File: config.mk
export PLATFORM = sky130hd
export DESIGN_NAME = lineCar
export DESIGN_NICKNAME = d
export VERILOG_FILES = /design/src/actuatorPkg.sv /design/src/navPkg.sv /design/src/lineCar.sv /design/src/statusLights.sv /design/src/motorDriver.sv /design/src/navigator.sv /design/src/dwellTimer.sv /design/src/trackSampler.sv
export SDC_FILE = /design/constraint.sdc
export NUM_CORES = 1
export LEC_CHECK = 0
export ABC_CLOCK_PERIOD_IN_PS = 7950
export BUFFER_PORTS_ARGS = -buffer_cell sky130_fd_sc_hd__buf_2
export CAP_MARGIN = 20
export CORE_ASPECT_RATIO = 0.9
export CORE_MARGIN = 2
export CORE_UTILIZATION = 50
export DETAILED_ROUTE_END_ITERATION = 8
export GPL_TIMING_DRIVEN = 0
export PLACE_DENSITY = 0.69
export SKIP_LAST_GASP = 1
export SLEW_MARGIN = 10
export SYNTH_ARGS = -nofsm -noshare
export SYNTH_HDL_FRONTEND = slang
export SYNTH_SLANG_ARGS = --single-unit
File: constraint.sdc
create_clock -name clk -period 7.95 [get_ports clk]
set_input_delay 1.59 -clock clk [delete_from_list [all_inputs] [get_ports clk]]
set_output_delay 1.59 -clock clk [all_outputs]
set_load 0.03 [all_outputs]
File: src/actuatorPkg.sv
`default_nettype none

package actuatorPkg;

    // Encoded as the IN pin pair of one wheel
    typedef enum logic [1:0] {
        wheelHalt    = 2'b00,
        wheelReverse = 2'b01,
        wheelForward = 2'b10
    } wheelDirT;

    // PWM compare value
    typedef logic [7:0] dutyT;

    typedef logic [15:0] ledWordT;

endpackage

`default_nettype wire

File: src/navPkg.sv
`default_nettype none

package navPkg;

    // Sensor pattern with the left sensor in the MSB
    typedef logic [2:0] roadT;

    localparam roadT roadLost        = 3'b000;
    localparam roadT roadLittleRight = 3'b001;
    localparam roadT roadStraight    = 3'b010;
    localparam roadT roadRight       = 3'b011;
    localparam roadT roadLittleLeft  = 3'b100;
    localparam roadT roadFork        = 3'b101;
    localparam roadT roadLeft        = 3'b110;
    localparam roadT roadCross       = 3'b111;

    // Course states
    typedef enum logic [3:0] {
        IDLE,
        START,
        COUNT,
        STRAIGHT,
        LITTLE_LEFT,
        LITTLE_RIGHT,
        CHOOSE,
        LEFT,
        RIGHT,
        BACK,
        STOP,
        FAULT
    } navStateT;

endpackage

`default_nettype wire
File: src/lineCar.sv
`timescale 1ns/1ps
`default_nettype none

module lineCar #(
    parameter int CountCycles    = 150000000,
    parameter int StopCycles     = 50000000,
    parameter int FlashCycles    = 12500000,
    parameter int LampCycles     = 30000000,
    parameter int PwmPeriod      = 255,
    parameter int RightCrossings = 2
) (
    input  wire logic            clk,
    input  wire logic            rst,
    input  wire logic            enable,
    input  wire logic            leftTrack,
    input  wire logic            midTrack,
    input  wire logic            rightTrack,
    output actuatorPkg::ledWordT led,
    output logic                 in1,
    output logic                 in2,
    output logic                 in3,
    output logic                 in4,
    output logic                 leftPwm,
    output logic                 rightPwm
);
    import navPkg::*;

    roadT     road;
    navStateT state;
    logic     armed;

    trackSampler sampler (
        .clk       (clk),
        .rst       (rst),
        .leftTrack (leftTrack),
        .midTrack  (midTrack),
        .rightTrack(rightTrack),
        .road      (road)
    );

    navigator #(
        .CountCycles   (CountCycles),
        .StopCycles    (StopCycles),
        .RightCrossings(RightCrossings)
    ) nav (
        .clk   (clk),
        .rst   (rst),
        .enable(enable),
        .road  (road),
        .state (state),
        .armed (armed)
    );

    motorDriver #(.PwmPeriod(PwmPeriod)) motor (
        .clk     (clk),
        .rst     (rst),
        .state   (state),
        .in1     (in1),
        .in2     (in2),
        .in3     (in3),
        .in4     (in4),
        .leftPwm (leftPwm),
        .rightPwm(rightPwm)
    );

    statusLights #(
        .FlashCycles(FlashCycles),
        .LampCycles (LampCycles)
    ) lights (
        .clk  (clk),
        .rst  (rst),
        .state(state),
        .road (road),
        .armed(armed),
        .led  (led)
    );

endmodule

`default_nettype wire

File: src/statusLights.sv
`timescale 1ns/1ps
`default_nettype none

module statusLights #(
    parameter int FlashCycles = 12500000,
    parameter int LampCycles  = 30000000
) (
    input  wire logic             clk,
    input  wire logic             rst,
    input  wire navPkg::navStateT state,
    input  wire navPkg::roadT     road,
    input  wire logic             armed,
    output actuatorPkg::ledWordT  led
);
    import navPkg::*;

    localparam int FlashW = $clog2(FlashCycles + 1);
    localparam int LampW  = $clog2(LampCycles + 1);
    localparam logic [FlashW-1:0] FlashLast = FlashW'(FlashCycles - 1);
    localparam logic [LampW-1:0]  LampLast  = LampW'(LampCycles - 1);

    logic [FlashW-1:0] flashCount;
    logic              flashOn;
    logic              flashing;
    logic [LampW-1:0]  lampCount;
    logic [2:0]        lamp;
    logic [4:0]        stateCode;
    logic [5:0]        activity;

    assign flashing = (state == COUNT) || (state == BACK);

    // Flash phase restarts lit on every entry
    always_ff @(posedge clk or posedge rst) begin
        if (rst) begin
            flashCount <= '0;
            flashOn    <= 1'b1;
        end else if (!flashing) begin
            flashCount <= '0;
            flashOn    <= 1'b1;
        end else if (flashCount == FlashLast) begin
            flashCount <= '0;
            flashOn    <= !flashOn;
        end else begin
            flashCount <= flashCount + 1'b1;
        end
    end

    // Junction lamp walks one step per LampCycles
    always_ff @(posedge clk or posedge rst) begin
        if (rst) begin
            lampCount <= '0;
            lamp      <= 3'b001;
        end else if (state != CHOOSE) begin
            lampCount <= '0;
            lamp      <= 3'b001;
        end else if (lampCount == LampLast) begin
            lampCount <= '0;
            lamp      <= {lamp[1:0], lamp[2]};
        end else begin
            lampCount <= lampCount + 1'b1;
        end
    end

    always_comb begin
        case (state)
            START:    stateCode = 5'b00001;
            COUNT:    stateCode = 5'b00010;
            STRAIGHT: stateCode = 5'b01000;
            CHOOSE:   stateCode = {lamp, 2'b00};
            LEFT:     stateCode = 5'b10000;
            RIGHT:    stateCode = 5'b00100;
            STOP:     stateCode = 5'b11100;
            BACK:     stateCode = 5'b01010;
            FAULT:    stateCode = 5'b11111;
            default:  stateCode = 5'b00000;
        endcase
        case (state)
            STOP:        activity = 6'b111111;
            COUNT, BACK: activity = flashOn ? 6'b111111 : 6'b000000;
            STRAIGHT:    activity = 6'b001100;
            LEFT:        activity = 6'b110000;
            RIGHT:       activity = 6'b000011;
            default:     activity = 6'b000000;
        endcase
    end

    always_ff @(posedge clk or posedge rst) begin
        if (rst) begin
            led <= '0;
        end else begin
            led <= {stateCode, armed, activity, 1'b0, road};
        end
    end

endmodule

`default_nettype wire

File: src/motorDriver.sv
`timescale 1ns/1ps
`default_nettype none

module motorDriver #(
    parameter int PwmPeriod = 255
) (
    input  wire logic             clk,
    input  wire logic             rst,
    input  wire navPkg::navStateT state,
    output logic                  in1,
    output logic                  in2,
    output logic                  in3,
    output logic                  in4,
    output logic                  leftPwm,
    output logic                  rightPwm
);
    import navPkg::*;
    import actuatorPkg::*;

    localparam dutyT FullDuty = dutyT'(PwmPeriod);
    localparam dutyT HalfDuty = dutyT'(PwmPeriod / 2);

    dutyT     pwmCount;
    dutyT     leftDuty;
    dutyT     rightDuty;
    wheelDirT leftDir;
    wheelDirT rightDir;
    wheelDirT leftDirQ;
    wheelDirT rightDirQ;

    always_comb begin
        leftDir   = wheelHalt;
        rightDir  = wheelHalt;
        leftDuty  = '0;
        rightDuty = '0;
        case (state)
            STRAIGHT: begin
                {leftDir, rightDir}   = {wheelForward, wheelForward};
                {leftDuty, rightDuty} = {FullDuty, FullDuty};
            end
            // Slow the inner wheel to steer back onto the line
            LITTLE_LEFT: begin
                {leftDir, rightDir}   = {wheelForward, wheelForward};
                {leftDuty, rightDuty} = {HalfDuty, FullDuty};
            end
            LITTLE_RIGHT: begin
                {leftDir, rightDir}   = {wheelForward, wheelForward};
                {leftDuty, rightDuty} = {FullDuty, HalfDuty};
            end
            LEFT, CHOOSE: begin
                {leftDir, rightDir}   = {wheelReverse, wheelForward};
                {leftDuty, rightDuty} = {FullDuty, FullDuty};
            end
            RIGHT: begin
                {leftDir, rightDir}   = {wheelForward, wheelReverse};
                {leftDuty, rightDuty} = {FullDuty, FullDuty};
            end
            BACK: begin
                {leftDir, rightDir}   = {wheelReverse, wheelReverse};
                {leftDuty, rightDuty} = {FullDuty, FullDuty};
            end
            default: ;
        endcase
    end

    // Free-running PWM period counter
    always_ff @(posedge clk or posedge rst) begin
        if (rst) begin
            pwmCount <= '0;
        end else if (pwmCount >= FullDuty - dutyT'(1)) begin
            pwmCount <= '0;
        end else begin
            pwmCount <= pwmCount + dutyT'(1);
        end
    end

    always_ff @(posedge clk or posedge rst) begin
        if (rst) begin
            leftDirQ  <= wheelHalt;
            rightDirQ <= wheelHalt;
            leftPwm   <= 1'b0;
            rightPwm  <= 1'b0;
        end else begin
            leftDirQ  <= leftDir;
            rightDirQ <= rightDir;
            leftPwm   <= (pwmCount < leftDuty);
            rightPwm  <= (pwmCount < rightDuty);
        end
    end

    assign in1 = leftDirQ[1];
    assign in2 = leftDirQ[0];
    assign in3 = rightDirQ[1];
    assign in4 = rightDirQ[0];

endmodule

`default_nettype wire

File: src/navigator.sv
`timescale 1ns/1ps
`default_nettype none

module navigator #(
    parameter int CountCycles    = 150000000,
    parameter int StopCycles     = 50000000,
    parameter int RightCrossings = 2
) (
    input  wire logic         clk,
    input  wire logic         rst,
    input  wire logic         enable,
    input  wire navPkg::roadT road,
    output navPkg::navStateT  state,
    output logic              armed
);
    import navPkg::*;

    localparam int CrossW = $clog2(RightCrossings + 1);
    localparam logic [CrossW-1:0] CrossLimit = CrossW'(RightCrossings);

    navStateT          nextState;
    navStateT          resumeState;
    navStateT          nextResume;
    logic              branchTaken;
    logic              setBranch;
    logic [CrossW-1:0] crossCount;
    logic              crossSeen;
    logic              crossRise;
    logic              crossesDone;
    logic              countRun;
    logic              countDone;
    logic              stopRun;
    logic              stopDone;

    assign countRun    = (state == COUNT);
    assign stopRun     = (state == STOP);
    assign crossRise   = (road == roadCross) && !crossSeen;
    assign crossesDone = (crossCount >= CrossLimit);

    dwellTimer #(.Cycles(CountCycles)) countTimer (
        .clk (clk),
        .rst (rst),
        .run (countRun),
        .done(countDone)
    );

    dwellTimer #(.Cycles(StopCycles)) stopTimer (
        .clk (clk),
        .rst (rst),
        .run (stopRun),
        .done(stopDone)
    );

    always_comb begin
        nextState  = state;
        nextResume = resumeState;
        setBranch  = 1'b0;
        if (!enable) begin
            nextState = IDLE;
        end else begin
            case (state)
                IDLE:  nextState = START;
                START: nextState = (road == roadStraight) ? COUNT : START;
                COUNT: nextState = countDone ? STRAIGHT : COUNT;
                STRAIGHT, LITTLE_LEFT, LITTLE_RIGHT: begin
                    case (road)
                        roadLost: begin
                            nextState  = STOP;
                            nextResume = BACK;
                        end
                        // Crossing seen on entry must not count as a junction
                        roadCross:       nextState = armed ? CHOOSE : state;
                        roadLittleRight: nextState = LITTLE_RIGHT;
                        roadLittleLeft:  nextState = LITTLE_LEFT;
                        default:         nextState = STRAIGHT;
                    endcase
                end
                CHOOSE: begin
                    if (road == roadFork) begin
                        nextState  = STOP;
                        nextResume = LEFT;
                    end else if (road == roadCross && armed) begin
                        nextState = STRAIGHT;
                    end
                end
                LEFT: begin
                    if (armed && road == roadCross) begin
                        nextState  = STOP;
                        nextResume = STRAIGHT;
                    end else if (armed && road == roadFork) begin
                        nextState  = STOP;
                        nextResume = RIGHT;
                    end
                end
                RIGHT: begin
                    if (crossesDone && road == roadCross) begin
                        nextState  = STOP;
                        nextResume = STRAIGHT;
                    end else if (crossesDone && road == roadFork) begin
                        nextState = FAULT;
                    end
                end
                BACK: begin
                    // Left branch first, right branch on the next retreat
                    if (road == roadCross) begin
                        nextState  = STOP;
                        nextResume = branchTaken ? RIGHT : LEFT;
                        setBranch  = !branchTaken;
                    end
                end
                STOP:    nextState = stopDone ? resumeState : STOP;
                FAULT:   nextState = FAULT;
                default: nextState = IDLE;
            endcase
        end
    end

    always_ff @(posedge clk or posedge rst) begin
        if (rst) begin
            state       <= IDLE;
            resumeState <= IDLE;
            branchTaken <= 1'b0;
        end else begin
            state       <= nextState;
            resumeState <= nextResume;
            if (state == IDLE || state == CHOOSE) begin
                branchTaken <= 1'b0;
            end else if (setBranch) begin
                branchTaken <= 1'b1;
            end
        end
    end

    // Checkpoint flag and right-turn crossing count
    always_ff @(posedge clk or posedge rst) begin
        if (rst) begin
            armed      <= 1'b0;
            crossSeen  <= 1'b0;
            crossCount <= '0;
        end else begin
            crossSeen <= (road == roadCross);
            if (nextState != state) begin
                armed <= (state == COUNT) && (nextState == STRAIGHT);
            end else if (road != roadCross) begin
                armed <= 1'b1;
            end
            if (state != RIGHT) begin
                crossCount <= '0;
            end else if (armed && crossRise && !crossesDone) begin
                crossCount <= crossCount + 1'b1;
            end
        end
    end

endmodule

`default_nettype wire

File: src/dwellTimer.sv
`timescale 1ns/1ps
`default_nettype none

module dwellTimer #(
    parameter int Cycles = 1000
) (
    input  wire logic clk,
    input  wire logic rst,
    input  wire logic run,
    output logic      done
);
    localparam int CountW = $clog2(Cycles + 1);
    localparam logic [CountW-1:0] Limit = CountW'(Cycles);

    logic [CountW-1:0] count;

    // Saturates at the limit so done holds while run stays high
    always_ff @(posedge clk or posedge rst) begin
        if (rst) begin
            count <= '0;
        end else if (!run) begin
            count <= '0;
        end else if (count != Limit) begin
            count <= count + 1'b1;
        end
    end

    assign done = run && (count == Limit);

endmodule

`default_nettype wire

File: src/trackSampler.sv
`timescale 1ns/1ps
`default_nettype none

module trackSampler (
    input  wire logic         clk,
    input  wire logic         rst,
    input  wire logic         leftTrack,
    input  wire logic         midTrack,
    input  wire logic         rightTrack,
    output navPkg::roadT      road
);
    import navPkg::*;

    // First synchronizer stage holding the packed pattern
    roadT syncStage;

    always_ff @(posedge clk or posedge rst) begin
        if (rst) begin
            syncStage <= roadLost;
            road      <= roadLost;
        end else begin
            syncStage <= {leftTrack, midTrack, rightTrack};
            road      <= syncStage;
        end
    end

endmodule

`default_nettype wire

# Yosys cells after proc, flatten, opt, wreduce, memory -nomap -nowiden
# Cells that the tools add are included.
word_totals:
  register_bits: 155
  latch_bits: 0
  ram_bits: 0
  rom_bits: 0
  in_bits: 6
  wordCells: 148
  mem_count: 0
op_classes:
  add_sub_neg: 6
  mul: 0
  div: 0
  order_cmp: 4
  eq_ne: 35
  shifts: 0
  muxes: 51
  bitwise_logic: 0
  n_reduce_logical: 32
op_table:
  columns: ["operator", "count"]
  rows:
  - ["2-to-1 mux 4 bit", 17]
  - ["2-to-1 mux 28 bit", 2]
  - ["2-to-1 mux 26 bit", 2]
  - ["2-to-1 mux 25 bit", 2]
  - ["2-to-1 mux 24 bit", 2]
  - ["case mux 5 bit (9 select lines)", 1]
  - ["case mux 4 bit (10 select lines)", 1]
  - ["case mux 8 bit (2 select lines)", 2]
  - ["case mux 6 bit (5 select lines)", 1]
  - ["adder 28 x 1 -> 28 bit, second input constant", 1]
  - ["== test 28 bit, second input constant", 1]
  - ["inequality test 28 bit, second input constant", 1]
  - ["adder 26 x 1 -> 26 bit, second input constant", 1]
  - ["== test 26 bit, second input constant", 1]
  - ["inequality test 26 bit, second input constant", 1]
  - ["adder 25 x 1 -> 25 bit, second input constant", 1]
  - ["== test 25 bit, second input constant", 1]
  - ["adder 24 x 1 -> 24 bit, second input constant", 1]
  - ["== test 24 bit, second input constant", 1]
  - ["case mux 4 bit (5 select lines)", 1]
  - ["== test 4 x 3 -> 1 bit, second input constant", 4]
  - ["== test 4 bit, second input constant", 4]
  - ["less-than comparator 8 bit", 2]
  - ["case mux 4 bit (4 select lines)", 1]
  - ["other kinds (34)", 76]

# Longest topological paths before layout
logic_depth:
  word_depth: 9
  ltp_mapped: 9
  ltp_nobuf: 9

# Cells and area by module
# From an unflattened synthesis, not the netlist that was laid out.
hier_totals:
  cells_unflattened: 885
  hier_area_um2: 8257.9
modules_own_cells:
  columns: ["mod", "instances", "cells_each", "area_per_inst_um2", "seq_area_each_um2"]
  rows:
  - ["statusLights", 1, 343, 3240.6, 1629.1]
  - ["dwellTimer (nav.countTimer)", 1, 163, 1505.2, 700.7]
  - ["dwellTimer (nav.stopTimer)", 1, 147, 1413.9, 650.6]
  - ["navigator", 1, 158, 1268.7, 325.3]
  - ["motorDriver", 1, 67, 675.6, 350.3]
  - ["trackSampler", 1, 7, 153.9, 150.1]

# Worst setup path before layout
# No wires, ideal clock.
synth_timing:
  path_kind: "in2reg"
  from: "in enable"
  to: "reg nav.armed"
  arrival_ns: 2.505
  slack_ns: 5.379
  path_stages: 7
  path_buffers: 0
  path_cell_list: "inv_1 a21oi_1 nor2_1 a21oi_1 o311ai_0 a311oi_1 a31o_1"
synth_between:
  elab_chain_cells: 4
  elab_cells_between_ends: 6
  cone_classes: "eq/ne: 2; mux: 2; reduce/logical: 2"
synth_rtl:
  columns: ["item", "line", "source"]
  rows:
  - ["from (decl)", "lineCar.sv:14", "input wire logic enable,"]
  - ["2-to-1 mux 4 bit (*)", "navigator.sv:58", "if (!enable) begin"]
  - ["== test 4 x 2 -> 1 bit", "navigator.sv:143", "armed <= (state == COUNT) && (nextState == STRAIGHT);"]
  - ["logical AND 1 bit", "navigator.sv:143", null]
  - ["2-to-1 mux 1 bit", "navigator.sv:142", "if (nextState != state) begin"]
  - ["to (signal assigned)", "navigator.sv:143", null]
  - ["to (decl)", "navigator.sv:14", "output logic armed"]
# Every way passes the cells marked *; elsewhere a longest branch is shown, timed or not.
# A chain may end at the register's enable or synchronous reset.

# Worst setup path in the final report
layout_timing:
  from: "reg nav.state[2]"
  to: "reg motor.leftPwm"
layout_between:
  elab_chain_cells: 4
  elab_cells_between_ends: 10
  cone_classes: "order compare: 1; eq/ne: 7; mux: 1; reduce/logical: 1"
layout_rtl:
  columns: ["item", "line", "source"]
  rows:
  - ["from (decl)", "navigator.sv:13", "output navPkg::navStateT state,"]
  - ["from (signal assigned)", "navigator.sv:124", "state <= nextState;"]
  - ["== test 4 x 3 -> 1 bit, or another cell as far along", "motorDriver.sv:36", "case (state)"]
  - ["OR reduction 6 bit (no line)", null, null]
  - ["case mux 8 bit (2 select lines) (*)", "motorDriver.sv:36", null]
  - ["less-than comparator 8 bit (*)", "motorDriver.sv:86", "leftPwm <= (pwmCount < leftDuty);"]
  - ["to (signal assigned)", "motorDriver.sv:86", null]
  - ["to (decl)", "motorDriver.sv:14", "output logic leftPwm,"]
# Marks and branches as above.

==> impl_metrics.json <==
{
  "status": "complete, no violations",
  "fin_crit_sh_pct": 34.81,
  "yosys_warnings": 0,
  "critPathKind": "reg2reg",
  "dp_hpwl_um": 10530,
  "htreeDepth": 4,
  "synth-seq-area-share_pct": 48.95,
  "max_stage_delay_ns": 0.46,
  "synth_commonest_cells": "dfrtp_1, nor2_1, nand2_1, xor2_1, nand3_1",
  "synthXorXnorAreaFrac_pct": 10.70,
  "netlist.area_leader.share_pct": 48.27,
  "skew_ns": 0.006192,
  "min_path_type": "reg2reg",
  "n_fill_cell": 1338,
  "grt_max_degree": 78,
  "fmax_mhz": 361.4,
  "die_w_um": 135.5,
  "cts_resized": 0,
  "synth_edf_count": 0,
  "cts_root_buf": "clkbuf_16",
  "track_usage_pct": 20.67,
  "cts_sinks": 152,
  "synth_top_family_by_area": "simple AND/OR/NAND/NOR gates",
  "insertion_delay_ns": 0.42,
  "regArea_sq_um": 3806,
  "cp-start-kind": "flip-flop",
  "synth.area.mux_share_pct": 1.207,
  "ys.flop_type": "dfrtp_1",
  "path_clk_slew_ns": 0.06,
  "multiInputGateArea_sq_um": 3752,
  "rsz0062_at_grt": "false",
  "tns_ns": 0,
  "critPathCaptureType": "flip-flop",
  "antenna_cells": 0,
  "first_pass_iters": 5,
  "syn-num-nets": 845,
  "r2r_start": "nav.state[2]",
  "async_reset_ff_share_pct": 100.0,
  "vias_per_cell": 5.417,
  "drc": 0,
  "drtIter0Drc": 368,
  "tightest_slew_ns": 0.6073,
  "cts_inserted_buffers": 17,
  "clk_path_buf_depth": 2,
  "required_ns": 8.31,
  "synthAdderAreaFrac_pct": 3.701,
  "port_buffers": 26,
  "power_density_nw_per_um2": 197.2,
  "antenna_found_initial": 0,
  "grt_pass1_vias": 5577,
  "cts_setup_buffers": 0,
  "die_h_um": 122.3,
  "crit_path_start": "nav.state[2]",
  "synth_area_sq_um": 7776,
  "fin_area_sq_um": 8812,
  "nets": 891,
  "wl_per_cell_um": 14.53,
  "vias": 5829,
  "drt-total-wl_um": 15640,
  "hold_start": "sampler.syncStage[2]",
  "grt_first_pass_wirelength_um": 27320,
  "initial_core_util_pct": 50.71,
  "syn_avg_cell_area_sq_um": 9.530,
  "syn_to_final_growth_pct": 13.32,
  "path_cells": "clkbuf_1 > buf_1 > o21ai_0 > a21oi_1 > nor2_1 > ha_1 > a2111oi_0 > nor2b_1 > a211o_1",
  "hold_buffers": 0,
  "die-area_sq_um": 16570,
  "yosysTopAreaCell": "dfrtp_1",
  "io_pins": 28,
  "yosysUniqueCellTypes": 66,
  "setup_viol": 0,
  "ys_top_cells_by_area": "dfrtp_1, nor2_1, xor2_1",
  "core_sq_um": 15330,
  "cap_violations": 0,
  "synth_cells": 816,
  "power_mw": 1.738,
  "place_congestion": 0.9746,
  "cts_tree": "done",
  "crit_fanout": 10,
  "rows": 43,
  "place_area_sq_um": 8194,
  "slew_headroom_pct": 59.21,
  "yosysMostFrequentCell": "dfrtp_1",
  "drv_slew": 0,
  "final_antenna_net_count": 0,
  "cp.arrival_ns": 3.12,
  "synthSimpleGateAreaFrac_pct": 23.77,
  "grt_overflow": 0,
  "cp_slowest_cell": "a2111oi_0",
  "synth_compound_area_share_pct": 8.833,
  "p_leak_nw": 3.691,
  "synth_seq_cells": 152,
  "fin_crit_ns": 2.767,
  "hold_viol": 0,
  "drive_gt1_share_pct": 10.41,
  "max-vdd-ir-drop_mv": 0.1576
}
[final timing paths]
path	slack, ns	cells after the start	to
max in group asynchronous	5.98	3	nav.countTimer.count[6]
setup reg to reg	5.18	9	motor.leftPwm
hold reg to reg	0.35	0	sampler.road[2]
min in group asynchronous	1.22	2	lights.lampCount[21]
setup / recovery	5.18	9	motor.leftPwm
hold / removal	0.35	0	sampler.road[2]
[cell families after synthesis]
kind of cell | after synthesis
AND/OR/NAND/NOR | 376
adder cells (fa/ha/maj) | 23
AO/OA/AOI/OAI | 109
flip-flops | 152
buffers and inverters | 51
XOR/XNOR | 95
multiplexers | 9
other | 1
[registers in the layout (all words and copies together) (netlist names), 2 cells and up]
signal and flops:
motor.rightDirQ 2, nav.state 4, lights.lamp 3, nav.countTimer.count 28, motor.pwmCount 8, lights.flashCount 24, nav.stopTimer.count 26, lights.led 12
nav.crossCount 2, motor.leftDirQ 2, sampler.road 3, lights.lampCount 25, nav.resumeState 4, sampler.syncStage 3
[critical path: cells and delay by family (launching register included)]
kind                       cells  cell delay (ns)
AOI/OAI and AO/OA              4             0.93
adders and majority gates      1             0.23
buffers and inverters          2             0.85
DFF                            1             0.44
and+or+nand+nor                2             0.25
[cells in the final DEF (no fill, tap or decap), drive strengths merged, types with 4 or more instances in the layout]
cell	n
o21ai	29
xor2	56
a31oi	4
clkbuf	34
mux2i	6
clkinvlp	4
bufinv	4
nand3	42
or3	11
a211oi	5
inv	21
and3	22
nand2	68
nor4b	8
a21o	6
nor2	144
clkinv	5
nor4	7
nor2b	5
nor3	14
and4	7
ha	23
nand4	21
and2	5
xnor2	39
dfrtp	150
nand2b	9
buf	41
a21oi	36
nor3b	4
or2	5
[per-stage QoR]
step                std cells  hold WS (ns)  utilization (%)  worst slack, ns
finish                   1076        0.3548            57.47            5.183
global route             1076        0.3705            57.47            4.835
CTS                      1076        0.3580            57.47            5.220
detailed placement       1045        0.3441            53.44            5.002
global placement         1044        0.3322            53.21           0.5784
floorplan                 816        0.3312                -            2.270
[power by group]
group | internal, mW | switching [mW]
Clock | 0.529 | 0.312
Combinational | 0.0300 | 0.0661
Sequential | 0.791 | 0.00976
[routing by layer]
metal	up-vias	GRT usage (%)	wire length, um
met5	-	0	0
met4	0	5.273	124
met3	9	5.370	795
met2	131	30.52	6944
met1	2788	30.44	7771
li1	2901	-	-
[layout make-up]
type | instances | area share (%)
Buffer | 30 | 1.576
Clock buffer | 18 | 4.984
Clock inverter | 13 | 2.030
Inverter | 21 | 0.9797
Multi-Input combinational cell | 613 | 42.58
Sequential cell | 152 | 43.19
Tap cell | 202 | 2.868
Timing Repair Buffer | 27 | 1.789
Power figures use the tool's default switching activity.
